$ cat config.mk
export PLATFORM = sky130hd
export DESIGN_NAME = riscv_decoder
export DESIGN_NICKNAME = d
export VERILOG_FILES = /design/src/source/decode_pkg.sv /design/src/source/ctl_decode.sv /design/src/source/imm_gen.sv /design/src/source/decode_stage.sv /design/src/source/riscv_decoder.sv
export SDC_FILE = /design/constraint.sdc
export NUM_CORES = 1
export LEC_CHECK = 0
export BUFFER_PORTS_ARGS = -buffer_cell sky130_fd_sc_hd__buf_2
export CORE_MARGIN = 2
export CORE_UTILIZATION = 53
export CTS_BUF_LIST = sky130_fd_sc_hd__clkbuf_4 sky130_fd_sc_hd__clkbuf_8
export DETAILED_ROUTE_END_ITERATION = 8
export PLACE_DENSITY = 0.82
export SYNTH_ARGS = -nofsm -noshare
export SYNTH_HDL_FRONTEND = slang
export SYNTH_HIERARCHICAL = 1
export SYNTH_SLANG_ARGS = --single-unit
$ cat constraint.sdc
create_clock -name clk -period 1.7 [get_ports clk]
set_clock_uncertainty 0.2 [all_clocks]
set_input_delay 0 -clock clk [delete_from_list [all_inputs] [get_ports clk]]
set_output_delay 0 -clock clk [all_outputs]
set_load 0.01 [all_outputs]
$ cat src/source/decode_pkg.sv
// RV32 decode package
// Shared word types, opcode and funct7 constants, ALU/LSU operation codes
package decode_pkg;

  typedef logic [31:0] instr_t;
  typedef logic [31:0] data_t;
  typedef logic [4:0]  reg_addr_t;
  typedef logic [4:0]  alu_op_t;
  typedef logic [3:0]  lsu_op_t;
  typedef logic [2:0]  imm_fmt_t;

  // Major opcodes in instr[6:0]
  localparam logic [6:0] OPC_LUI      = 7'b0110111;
  localparam logic [6:0] OPC_AUIPC    = 7'b0010111;
  localparam logic [6:0] OPC_JAL      = 7'b1101111;
  localparam logic [6:0] OPC_JALR     = 7'b1100111;
  localparam logic [6:0] OPC_BRANCH   = 7'b1100011;
  localparam logic [6:0] OPC_LOAD     = 7'b0000011;
  localparam logic [6:0] OPC_STORE    = 7'b0100011;
  localparam logic [6:0] OPC_OP_IMM   = 7'b0010011;
  localparam logic [6:0] OPC_OP       = 7'b0110011;
  localparam logic [6:0] OPC_MISC_MEM = 7'b0001111;

  localparam logic [6:0] F7_BASE   = 7'b0000000;
  localparam logic [6:0] F7_ALT    = 7'b0100000;  // SUB, SRA, SRAI
  localparam logic [6:0] F7_MULDIV = 7'b0000001;

  localparam alu_op_t ALU_ADD    = 5'd0;
  localparam alu_op_t ALU_SUB    = 5'd1;
  localparam alu_op_t ALU_AND    = 5'd2;
  localparam alu_op_t ALU_OR     = 5'd3;
  localparam alu_op_t ALU_XOR    = 5'd4;
  localparam alu_op_t ALU_SLL    = 5'd5;
  localparam alu_op_t ALU_SRL    = 5'd6;
  localparam alu_op_t ALU_SRA    = 5'd7;
  localparam alu_op_t ALU_SLT    = 5'd8;
  localparam alu_op_t ALU_SLTU   = 5'd9;
  localparam alu_op_t ALU_MUL    = 5'd10;
  localparam alu_op_t ALU_MULH   = 5'd11;
  localparam alu_op_t ALU_MULHSU = 5'd12;
  localparam alu_op_t ALU_MULHU  = 5'd13;
  localparam alu_op_t ALU_DIV    = 5'd14;
  localparam alu_op_t ALU_DIVU   = 5'd15;
  localparam alu_op_t ALU_REM    = 5'd16;
  localparam alu_op_t ALU_REMU   = 5'd17;

  // No memory access
  localparam lsu_op_t LSU_NONE = 4'd0;
  localparam lsu_op_t LSU_LB   = 4'd1;
  localparam lsu_op_t LSU_LBU  = 4'd2;
  localparam lsu_op_t LSU_LH   = 4'd3;
  localparam lsu_op_t LSU_LHU  = 4'd4;
  localparam lsu_op_t LSU_LW   = 4'd5;
  localparam lsu_op_t LSU_SB   = 4'd6;
  localparam lsu_op_t LSU_SH   = 4'd7;
  localparam lsu_op_t LSU_SW   = 4'd8;

  localparam imm_fmt_t IMM_NONE  = 3'd0;  // Immediate reads as zero
  localparam imm_fmt_t IMM_I     = 3'd1;
  localparam imm_fmt_t IMM_S     = 3'd2;
  localparam imm_fmt_t IMM_B     = 3'd3;
  localparam imm_fmt_t IMM_U     = 3'd4;
  localparam imm_fmt_t IMM_J     = 3'd5;
  localparam imm_fmt_t IMM_SHAMT = 3'd6;  // Zero-extended instr[24:20]

endpackage

$ cat src/source/ctl_decode.sv
// Control decode for RV32IM
// Maps opcode, funct3 and funct7 to unit flags, operation codes and immediate format
module ctl_decode import decode_pkg::*; (
  input  instr_t   instr,
  output alu_op_t  alu_op,
  output lsu_op_t  lsu_op,
  output imm_fmt_t imm_fmt,
  output logic     rd_en,
  output logic     use_imm,
  output logic     ctl_alu,
  output logic     ctl_lsu,
  output logic     ctl_lui,
  output logic     ctl_auipc,
  output logic     ctl_br,
  output logic     ctl_jal,
  output logic     illegal
);

  logic [6:0] opcode;
  logic [2:0] funct3;
  logic [6:0] funct7;

  assign opcode = instr[6:0];
  assign funct3 = instr[14:12];
  assign funct7 = instr[31:25];

  always_comb begin
    alu_op    = ALU_ADD;
    lsu_op    = LSU_NONE;
    imm_fmt   = IMM_NONE;
    rd_en     = 1'b0;
    use_imm   = 1'b0;
    ctl_alu   = 1'b0;
    ctl_lsu   = 1'b0;
    ctl_lui   = 1'b0;
    ctl_auipc = 1'b0;
    ctl_br    = 1'b0;
    ctl_jal   = 1'b0;
    illegal   = 1'b0;

    case (opcode)
      OPC_JAL: begin
        {ctl_alu, ctl_jal, rd_en, use_imm} = 4'b1111;
        imm_fmt = IMM_J;
      end
      OPC_JALR: begin
        if (funct3 == 3'b000) begin
          {ctl_alu, ctl_jal, rd_en, use_imm} = 4'b1111;
          imm_fmt = IMM_I;
        end else begin
          illegal = 1'b1;
        end
      end
      OPC_BRANCH: begin
        if (funct3 == 3'b010 || funct3 == 3'b011) begin  // No branch here
          illegal = 1'b1;
        end else begin
          ctl_br  = 1'b1;
          use_imm = 1'b1;
          imm_fmt = IMM_B;
        end
      end
      OPC_LUI: begin
        {ctl_alu, ctl_lui, rd_en, use_imm} = 4'b1111;
        imm_fmt = IMM_U;
      end
      OPC_AUIPC: begin
        {ctl_alu, ctl_auipc, rd_en, use_imm} = 4'b1111;
        imm_fmt = IMM_U;
      end
      OPC_LOAD: begin
        case (funct3)
          3'b000:  lsu_op = LSU_LB;
          3'b001:  lsu_op = LSU_LH;
          3'b010:  lsu_op = LSU_LW;
          3'b100:  lsu_op = LSU_LBU;
          3'b101:  lsu_op = LSU_LHU;
          default: illegal = 1'b1;
        endcase
        if (!illegal) begin
          {ctl_lsu, rd_en} = 2'b11;
          imm_fmt = IMM_I;
        end
      end
      OPC_STORE: begin
        case (funct3)
          3'b000:  lsu_op = LSU_SB;
          3'b001:  lsu_op = LSU_SH;
          3'b010:  lsu_op = LSU_SW;
          default: illegal = 1'b1;
        endcase
        if (!illegal) begin
          ctl_lsu = 1'b1;
          imm_fmt = IMM_S;
        end
      end
      OPC_OP_IMM: begin
        imm_fmt = IMM_I;
        case (funct3)
          3'b000: alu_op = ALU_ADD;
          3'b010: alu_op = ALU_SLT;
          3'b011: alu_op = ALU_SLTU;
          3'b100: alu_op = ALU_XOR;
          3'b110: alu_op = ALU_OR;
          3'b111: alu_op = ALU_AND;
          3'b001: begin
            imm_fmt = IMM_SHAMT;
            if (funct7 == F7_BASE) alu_op = ALU_SLL;
            else illegal = 1'b1;
          end
          default: begin  // SRLI or SRAI
            imm_fmt = IMM_SHAMT;
            if (funct7 == F7_BASE) alu_op = ALU_SRL;
            else if (funct7 == F7_ALT) alu_op = ALU_SRA;
            else illegal = 1'b1;
          end
        endcase
        if (illegal) imm_fmt = IMM_NONE;
        else {ctl_alu, rd_en, use_imm} = 3'b111;
      end
      OPC_OP: begin
        case (funct7)
          F7_BASE: begin
            case (funct3)
              3'b000:  alu_op = ALU_ADD;
              3'b001:  alu_op = ALU_SLL;
              3'b010:  alu_op = ALU_SLT;
              3'b011:  alu_op = ALU_SLTU;
              3'b100:  alu_op = ALU_XOR;
              3'b101:  alu_op = ALU_SRL;
              3'b110:  alu_op = ALU_OR;
              default: alu_op = ALU_AND;
            endcase
          end
          F7_ALT: begin
            if (funct3 == 3'b000) alu_op = ALU_SUB;
            else if (funct3 == 3'b101) alu_op = ALU_SRA;
            else illegal = 1'b1;
          end
          F7_MULDIV: alu_op = ALU_MUL + alu_op_t'(funct3);  // MUL..REMU in funct3 order
          default: illegal = 1'b1;
        endcase
        if (!illegal) {ctl_alu, rd_en} = 2'b11;
      end
      OPC_MISC_MEM: begin
        // FENCE and FENCE.I become an add with nothing written back
        if (funct3 == 3'b000 || funct3 == 3'b001) {ctl_alu, use_imm} = 2'b11;
        else illegal = 1'b1;
      end
      default: illegal = 1'b1;  // Includes SYSTEM
    endcase
  end

  // An illegal instruction must not reach any execution unit
  always_comb begin
    assert (!(illegal && (rd_en || ctl_alu || ctl_lsu)))
      else $error("ctl_decode: illegal with rd_en/alu/lsu set, instr %h", instr);
  end

endmodule

$ cat src/source/imm_gen.sv
// Immediate generator
// Builds the RV32 immediate layouts and picks one by format code
module imm_gen import decode_pkg::*; (
  input  instr_t   instr,
  input  imm_fmt_t imm_fmt,
  output data_t    imm
);

  data_t imm_i;
  data_t imm_s;
  data_t imm_b;
  data_t imm_u;
  data_t imm_j;
  data_t imm_shamt;

  assign imm_i = {{20{instr[31]}}, instr[31:20]};
  assign imm_s = {{20{instr[31]}}, instr[31:25], instr[11:7]};

  // Branch offset with bit 0 implied zero
  assign imm_b = {
    {20{instr[31]}},
    instr[7],
    instr[30:25],
    instr[11:8],
    1'b0
  };

  assign imm_u = {instr[31:12], 12'b0};

  assign imm_j = {
    {12{instr[31]}},
    instr[19:12],
    instr[20],
    instr[30:21],
    1'b0
  };

  assign imm_shamt = {27'b0, instr[24:20]};

  always_comb begin
    case (imm_fmt)
      IMM_I:     imm = imm_i;
      IMM_S:     imm = imm_s;
      IMM_B:     imm = imm_b;
      IMM_U:     imm = imm_u;
      IMM_J:     imm = imm_j;
      IMM_SHAMT: imm = imm_shamt;
      default:   imm = '0;  // IMM_NONE and unused codes
    endcase
  end

endmodule

$ cat src/source/decode_stage.sv
// Decode output stage
// One-entry valid/ready register holding the decoded results of one instruction
module decode_stage import decode_pkg::*; (
  input  logic      clk,
  input  logic      arst_n,
  input  logic      in_valid,
  output logic      in_ready,
  input  reg_addr_t rd_addr_in,
  input  reg_addr_t rs1_addr_in,
  input  reg_addr_t rs2_addr_in,
  input  data_t     imm_in,
  input  alu_op_t   alu_op_in,
  input  lsu_op_t   lsu_op_in,
  input  logic      rd_en_in,
  input  logic      use_imm_in,
  input  logic      ctl_alu_in,
  input  logic      ctl_lsu_in,
  input  logic      ctl_lui_in,
  input  logic      ctl_auipc_in,
  input  logic      ctl_br_in,
  input  logic      ctl_jal_in,
  input  logic      illegal_in,
  output logic      out_valid,
  input  logic      out_ready,
  output reg_addr_t rd_addr,
  output reg_addr_t rs1_addr,
  output reg_addr_t rs2_addr,
  output data_t     imm,
  output alu_op_t   alu_op,
  output lsu_op_t   lsu_op,
  output logic      rd_en,
  output logic      use_imm,
  output logic      ctl_alu,
  output logic      ctl_lsu,
  output logic      ctl_lui,
  output logic      ctl_auipc,
  output logic      ctl_br,
  output logic      ctl_jal,
  output logic      illegal
);

  logic accept;

  // Empty, or being drained this cycle
  assign in_ready = !out_valid || out_ready;
  assign accept   = in_valid && in_ready;

  always_ff @(posedge clk or negedge arst_n) begin
    if (!arst_n) begin
      out_valid <= 1'b0;
    end else if (in_ready) begin
      out_valid <= in_valid;
    end
  end

  always_ff @(posedge clk) begin
    if (accept) begin
      rd_addr  <= rd_addr_in;
      rs1_addr <= rs1_addr_in;
      rs2_addr <= rs2_addr_in;
      imm      <= imm_in;
      alu_op   <= alu_op_in;
      lsu_op   <= lsu_op_in;
      {rd_en, use_imm, ctl_alu, ctl_lsu} <= {rd_en_in, use_imm_in, ctl_alu_in, ctl_lsu_in};
      {ctl_lui, ctl_auipc, ctl_br, ctl_jal} <= {ctl_lui_in, ctl_auipc_in, ctl_br_in, ctl_jal_in};
      illegal  <= illegal_in;
    end
  end

  // Stalled result must survive until consumed
  a_hold_stable: assert property (
    @(posedge clk) disable iff (!arst_n)
    out_valid && !out_ready |=> out_valid && $stable({
      rd_addr, rs1_addr, rs2_addr, imm, alu_op, lsu_op, rd_en, use_imm,
      ctl_alu, ctl_lsu, ctl_lui, ctl_auipc, ctl_br, ctl_jal, illegal
    })
  ) else $error("decode_stage: held result changed under back-pressure");

endmodule

$ cat src/source/riscv_decoder.sv
// RV32IM instruction decoder
// Field extraction, control decode and immediate generation behind one register stage
module riscv_decoder import decode_pkg::*; (
  input  logic      clk,
  input  logic      arst_n,
  input  logic      in_valid,
  output logic      in_ready,
  input  instr_t    instr,
  output logic      out_valid,
  input  logic      out_ready,
  output reg_addr_t rd_addr,
  output reg_addr_t rs1_addr,
  output reg_addr_t rs2_addr,
  output data_t     imm,
  output alu_op_t   alu_op,
  output lsu_op_t   lsu_op,
  output logic      rd_en,
  output logic      use_imm,
  output logic      ctl_alu,
  output logic      ctl_lsu,
  output logic      ctl_lui,
  output logic      ctl_auipc,
  output logic      ctl_br,
  output logic      ctl_jal,
  output logic      illegal
);

  alu_op_t  dec_alu_op;
  lsu_op_t  dec_lsu_op;
  imm_fmt_t dec_imm_fmt;
  data_t    dec_imm;
  logic     dec_rd_en;
  logic     dec_use_imm;
  logic     dec_alu;
  logic     dec_lsu;
  logic     dec_lui;
  logic     dec_auipc;
  logic     dec_br;
  logic     dec_jal;
  logic     dec_illegal;

  ctl_decode ctl0 (
    .instr    (instr),
    .alu_op   (dec_alu_op),
    .lsu_op   (dec_lsu_op),
    .imm_fmt  (dec_imm_fmt),
    .rd_en    (dec_rd_en),
    .use_imm  (dec_use_imm),
    .ctl_alu  (dec_alu),
    .ctl_lsu  (dec_lsu),
    .ctl_lui  (dec_lui),
    .ctl_auipc(dec_auipc),
    .ctl_br   (dec_br),
    .ctl_jal  (dec_jal),
    .illegal  (dec_illegal)
  );

  imm_gen imm0 (
    .instr  (instr),
    .imm_fmt(dec_imm_fmt),
    .imm    (dec_imm)
  );

  // Register fields come straight from the fixed RV32 bit positions
  decode_stage stage0 (
    .clk         (clk),
    .arst_n      (arst_n),
    .in_valid    (in_valid),
    .in_ready    (in_ready),
    .rd_addr_in  (instr[11:7]),
    .rs1_addr_in (instr[19:15]),
    .rs2_addr_in (instr[24:20]),
    .imm_in      (dec_imm),
    .alu_op_in   (dec_alu_op),
    .lsu_op_in   (dec_lsu_op),
    .rd_en_in    (dec_rd_en),
    .use_imm_in  (dec_use_imm),
    .ctl_alu_in  (dec_alu),
    .ctl_lsu_in  (dec_lsu),
    .ctl_lui_in  (dec_lui),
    .ctl_auipc_in(dec_auipc),
    .ctl_br_in   (dec_br),
    .ctl_jal_in  (dec_jal),
    .illegal_in  (dec_illegal),
    .out_valid   (out_valid),
    .out_ready   (out_ready),
    .rd_addr     (rd_addr),
    .rs1_addr    (rs1_addr),
    .rs2_addr    (rs2_addr),
    .imm         (imm),
    .alu_op      (alu_op),
    .lsu_op      (lsu_op),
    .rd_en       (rd_en),
    .use_imm     (use_imm),
    .ctl_alu     (ctl_alu),
    .ctl_lsu     (ctl_lsu),
    .ctl_lui     (ctl_lui),
    .ctl_auipc   (ctl_auipc),
    .ctl_br      (ctl_br),
    .ctl_jal     (ctl_jal),
    .illegal     (illegal)
  );

endmodule

==> results of run 1 <==
==> layer usage <==
layer  GRT usage  routed length (um)
met1       0.360                4120
met2       0.548                5760
met3      0.0636                 947
met4      0.0790                 270
met5           0                   0
==> where the power goes <==
group / total [mW] / switching [mW] / internal, mW / leakage [nW]
Combinational: 0.620 / 0.332 / 0.288 / 1.61
Sequential: 1.89 / 0.0231 / 1.87 / 0.654
Clock: 1.44 / 0.637 / 0.808 / 0.102
Total: 3.96 / 0.991 / 2.97 / 2.37
==> flip-flops by register name, summed over array words and instances, names as in the netlist, 4 cells and up <==
name / flops
stage0/alu_op: 5
stage0/imm: 32
stage0/lsu_op: 4
stage0/rd_addr: 5
stage0/rs1_addr: 5
stage0/rs2_addr: 5
==> worst max-delay path, cell delays in order <==
cell,delay [ns]
buf_6,0.09
nand4bb_4,0.24
nand2b_4,0.17
or3b_4,0.37
o211ai_1,0.10
buf_4,0.17
and2b_4,0.20
and2b_2,0.25
a21o_1,0.18
==> final timing paths <==
| path | cells after the start | start | to | slack (ns) |
|---|---|---|---|---|
| max in group asynchronous | 3 | arst_n | stage0/out_valid$_DFFE_PN0P_ | 0.86 |
| worst min-delay path | 4 | instr[4] | stage0/ctl_auipc$_DFFE_PP_ | 0.05 |
| worst max-delay path | 9 | instr[2] | stage0/imm[22]$_DFFE_PP_ | -0.17 |
| worst min register to register | 2 | stage0/out_valid$_DFFE_PN0P_ | stage0/imm[18]$_DFFE_PP_ | 0.72 |
| min in group asynchronous | 3 | arst_n | stage0/out_valid$_DFFE_PN0P_ | 0.32 |
| worst max register to register | 3 | stage0/out_valid$_DFFE_PN0P_ | stage0/imm[7]$_DFFE_PP_ | 0.16 |
==> cells in the mapped netlist (2+ instances only) <==
| cell | count | area [sq um] |
|---|---|---|
| nand3b_1 | 2 | 15.0 |
| nand2_1 | 20 | 75.1 |
| nand3_1 | 12 | 60.1 |
| a21o_1 | 20 | 150 |
| or2_1 | 3 | 18.8 |
| and3_1 | 5 | 31.3 |
| a22oi_1 | 2 | 15.0 |
| and2b_1 | 2 | 15.0 |
| o21a_1 | 2 | 15.0 |
| mux2i_1 | 3 | 30.0 |
| o22ai_1 | 3 | 18.8 |
| o21ai_0 | 6 | 30.0 |
| nor3_1 | 5 | 25.0 |
| buf_6 | 3 | 33.8 |
| nor2b_2 | 2 | 17.5 |
| ha_1 | 7 | 87.6 |
| and2_1 | 6 | 37.5 |
| buf_2 | 6 | 30.0 |
| nor2b_1 | 5 | 31.3 |
| nor4_1 | 3 | 18.8 |
| edfxtp_1 | 65 | 1950 |
| a21oi_1 | 11 | 55.1 |
| o211ai_1 | 4 | 30.0 |
| inv_1 | 5 | 18.8 |
| clkbuf_1 | 2 | 7.51 |
| o21ai_1 | 4 | 20.0 |
| nand2b_1 | 9 | 56.3 |
| nor2_1 | 20 | 75.1 |
==> cell type report <==
| type | count | area (sq um) |
|---|---|---|
| clock inverter | 7 | 83.8 |
| multi-input combinational | 189 | 1430 |
| inverter | 5 | 21.3 |
| tap | 75 | 93.8 |
| timing repair buffer | 203 | 1420 |
| fill | 292 | 835 |
| clock buffer | 9 | 124 |
| sequential | 66 | 1980 |
==> kinds of logic after synthesis <==
group,after synthesis
AO/OA/AOI/OAI,67
flip-flops,66
multiplexers,3
buffers and inverters,18
AND/OR/NAND/NOR,110
XOR/XNOR,1
adder cells (fa/ha/maj),7
==> what timing repair did <==
| item | 4_1_cts | 5_1_grt |
|---|---|---|
| pin swaps | 17 | 8 |
| hold endpoints to repair | 63 | 2 |
| resized for setup | 24 | 16 |
| endpoints found under the setup margin | 30 | 35 |
| hold buffers | 32 | 1 |
| cloned | 1 | 0 |
| setup buffers | 8 | 2 |
==> out/results.ini, run 1 <==
[synthesis]
synth-compound-area-share=0.142
synth_top_flop_cell=edfxtp_1
synth_simple_gate_area_frac=0.196
yosys_warnings=6
ys_ff_latch=66
ys_seq_area_frac=0.594
synth_edf_count=65
synth.area.mux_share=0.00902
synthArstFlopShare=0.0152
synthCells=272
synth_top_family_by_area=simple AND/OR/NAND/NOR gates
post_synth_instance_area_sq_um=3330
syn_area_per_cell_sq_um=12.2
synthXorXnorAreaFrac=0.00263
syn-num-nets=315
synth.distinct_cells=63
synth-adder-area-share=0.0263

[setup_path]
arrival_ns=1.78
cp.required_ns=1.61
end_kind=flop
start_kind=primary input
cp_max_fo=5
crit_type=in2reg

[job]
maxCapViolCount=0

[die]
row_count=28
core-area_sq_um=5990
die_area_sq_um=6930
chipHeight_um=83.3
pin_count=103
initial_core_util=0.556
die-width_um=83.3

[place]
placed_area_sq_um=4370
place.port_buffers=102
gp_congestion=0.911
place_ws_ns=-0.556
dp_cells=494
dpl.hpwl_um=6300

[layout]
layout_commonest_cell=buf_2
fin_nets=517
fin_cells=554
final_core_util=0.861
final_cell_mix=100 x buf_2, 65 x edfxtp_1, 58 x buf_4
syn_to_final_growth_pct=54.8
finalInstanceArea_sq_um=5160
insertedDiodeCount=0
drive_gt1_frac=0.472

[routing]
drc=0
drt_iter0_drc=298
wl_per_cell_um=20.0
ant_nets=0
num_vias=3271
vias_per_cell=5.90
drt_first_pass_iters=5
wl_um=11100

[sta]
rsz0062_at_grt=yes
finalSetupViolCount=31
min_period_over_period=1.10
worstMarginPinSlew_ns=0.550
final_max_slew_viol_count=0
max-slew-margin-rel=0.624
max_freq_ghz=0.536
period_minus_slack_ns=1.87
fin_setup_tns_ns=-2.56
final.setup.worst_slack_ns=-0.165
hold_viol=0
whs_ns=0.0543

[run_status]
status=finished, violations left
violations=negative setup slack

[clock_network]
cts.clk_slew.worst_paths_ns=0.07
cts_buffers=9
root_buffer=clkbuf_8
clockBufferDepth=2
worstSkewPairLatency_ns=0.34
htree_levels=3
cts_sinks=66
tritoncts=built

[pwr]
ir_drop_uv=762
power_density_nw_per_um2=767
p_leak_nw=2.37
p_total_mw=3.96

[min_path]
min_path_type=in2reg

[global_routing]
track_usage=0.301
first_global_vias=3163
antenna_found_initial=0
overflow=0
grt_max_degree=20
grt_first_pass_wirelength_um=16300

Note: power is estimated with default switching activity, not from simulation.
==> run 2: changes to the inputs <==
PLACE_DENSITY = 0.88   (was 0.82)
==> run 2 against run 1 <==
Net effect: the flow still finishes with violations (negative setup slack); clock power up 5%; power increased by 2.6%; critical path type unchanged; core utilization is 1.6 points higher; sequential power about the same; die area unchanged; highest routed layer unchanged; non-clock buffer count rose by 3; maximum frequency decreased by 1.4%; sequential share of layout area down 0.69 points; worst hold slack lost 0.014 ns.
==> out/results.ini, run 2 (synthesis results as in run 1) <==
[layout]
insertedDiodeCount=0  ; unchanged
syn_to_final_growth_pct=57.7
n_fill_cell=243  ; -17%
multi_input_area_sq_um=1490  ; +4.2%
fin_nets=520  ; +0.58%
largest_reg_flops=32  ; unchanged
final_cell_mix=101 x buf_2, 65 x edfxtp_1, 58 x buf_4
drive_gt1_frac=0.498  ; +0.0261
layout_commonest_cell=buf_2
final_core_util=0.877  ; +0.0159
top_register=stage0/imm
seq_area_sq_um=1980  ; unchanged

[routing]
drc=0  ; unchanged
drt_first_pass_iters=5  ; unchanged
ant_nets=0  ; unchanged
num_vias=3500  ; +7.0%
drt_iter0_drc=439  ; +47%
vias_per_cell=6.28  ; +6.4%
wl_per_cell_um=23.8  ; +19%
wl_um=13200  ; +19%

[min_path]
min_path_type=in2reg
hold_depth=3  ; -1
min_to=stage0/ctl_auipc$_DFFE_PP_
min_from=instr[5]

[place]
place_ws_ns=-0.551  ; +0.00470 ns
place.port_buffers=102  ; unchanged
gp_congestion=0.920  ; +0.97%
dpl.hpwl_um=6360  ; +1.0%

[pwr]
power_density_nw_per_um2=773  ; +0.74%
p_leak_nw=2.39  ; +0.77%
ir_drop_uv=674  ; -12%
p_total_mw=4.06  ; +2.6%

[sta]
rsz0062_at_grt=yes
final_max_slew_viol_count=0  ; unchanged
finalSetupViolCount=32  ; +3.2%
hold_viol=0  ; unchanged
min_period_over_period=1.11  ; +0.0153
worstMarginPinSlew_ns=0.545  ; -0.00541 ns
max-slew-margin-rel=0.636  ; +0.0123
period_minus_slack_ns=1.89  ; +0.0261 ns
final.setup.worst_slack_ns=-0.191  ; -0.0261 ns
max_freq_ghz=0.529  ; -1.4%

[clock_network]
tritoncts=built
clockBufferDepth=2  ; unchanged
cts_sinks=66  ; unchanged
root_buffer=clkbuf_8
htree_levels=3  ; unchanged
cts_buffers=9  ; unchanged
worstSkewPairLatency_ns=0.35  ; about the same
cts.clk_slew.worst_paths_ns=0.08  ; about the same

[setup_path]
r2r_start=stage0/out_valid$_DFFE_PN0P_
end_kind=flop
start_kind=primary input
cp.required_ns=1.61  ; about the same
cp_max_fo=6  ; +1
reg2reg_depth=3  ; unchanged
regToRegSetupSlack_ns=0.24  ; +0.08 ns
crit_type=in2reg
arrival_ns=1.80  ; +0.02 ns
rr_endpoint=stage0/imm[27]$_DFFE_PP_

[global_routing]
first_global_vias=3317  ; +4.9%
grt_first_pass_wirelength_um=17900  ; +9.8%
antenna_found_initial=0  ; unchanged
track_usage=0.333  ; +0.0328
overflow=0  ; unchanged
grt_max_degree=37  ; +85%
use_met3=0.0815  ; +0.0179
use_met2=0.558  ; +0.0103
grt_use_met1=0.403  ; +0.0427
grt.busiest_layer=met2

[die]
chipHeight_um=83.3  ; unchanged
core-area_sq_um=5990  ; unchanged
die-width_um=83.3  ; unchanged
initial_core_util=0.556  ; unchanged
row_count=28  ; unchanged
die_area_sq_um=6930  ; unchanged
pin_count=103  ; unchanged

[run_status]
status=finished, violations left
violations=negative setup slack

[job]
maxCapViolCount=0  ; unchanged

-- run 2: changes by cell type in the layout (fill, tap and decap cells not counted), sizes merged --
cell	change
buf	+3
clkbuf	+1
o21a	+1
clkinv	-1
inv	-1
dlygate4sd3	+1
and2b	-1
-- run 2: per-stage QoR --
| stage | setup TNS, ns | hold slack (ns) | cell area (sq um) | instances |
|---|---|---|---|---|
| detailed placement | -16.69 | -0.425 | 4340 | 491 |
| global placement | -14.66 | -0.426 | 4340 | 491 |
| finish | -4.12 | 0.0402 | 5250 | 557 |
| global route | -5.43 | 0.0620 | 5250 | 557 |
| floorplan | -8.68 | -0.496 | 3400 | 272 |
| CTS | -0.911 | 0.0192 | 5110 | 551 |
-- run 2: cell type report --
| class | instances | share of cell area |
|---|---|---|
| tap | 75 | 0.0179 |
| clock buffer | 11 | 0.0264 |
| clock inverter | 5 | 0.0150 |
| multi-input combinational | 189 | 0.284 |
| sequential | 66 | 0.376 |
| inverter | 5 | 0.00477 |
| timing repair buffer | 206 | 0.275 |
-- run 2: worst max-delay path: stages --
cell       delay, ns
buf_6           0.10
nand4bb_4       0.26
nand2b_4        0.18
buf_4           0.16
nor2_2          0.11
nand2_1         0.14
o21ai_4         0.22
buf_6           0.15
nor2b_4         0.05
o21a_4          0.23
a21o_1          0.20
-- run 2: worst max path at each step --
stage	from	to	slack [ns]	cells after the start
final	instr[2]	stage0/imm[22]$_DFFE_PP_	-0.19	11
after global routing	instr[2]	stage0/imm[22]$_DFFE_PP_	-0.22	11
after CTS	instr[2]	stage0/imm[27]$_DFFE_PP_	-0.05	8
after detailed placement	instr[3]	stage0/imm[22]$_DFFE_PP_	-0.55	10
after global placement	instr[3]	stage0/imm[29]$_DFFE_PP_	-0.50	8
after floorplan	instr[3]	stage0/imm[21]$_DFFE_PP_	-0.43	9
-- run 2: power breakdown --
| group | internal [mW] | switching [mW] |
|---|---|---|
| Clock | 0.857 | 0.655 |
| Combinational | 0.290 | 0.360 |
| Sequential | 1.87 | 0.0278 |
| Total | 3.02 | 1.04 |
-- run 2: timing repair --
item / 4_1_cts / 5_1_grt
hold buffers: 35 / 0
cloned: 1 / 0
buffers inserted: 8 / 7
resized for setup: 34 / 21
setup endpoints to repair: 31 / 36
pin swaps: 18 / 6
endpoints found under the hold margin: 50 / 0
-- run 2: layer usage --
metal  routed length [um]  up-vias
li1                     -     1445
met1                 4600     1655
met2                 6460      326
met3                 1390       74
met4                  804        0
met5                    0        -
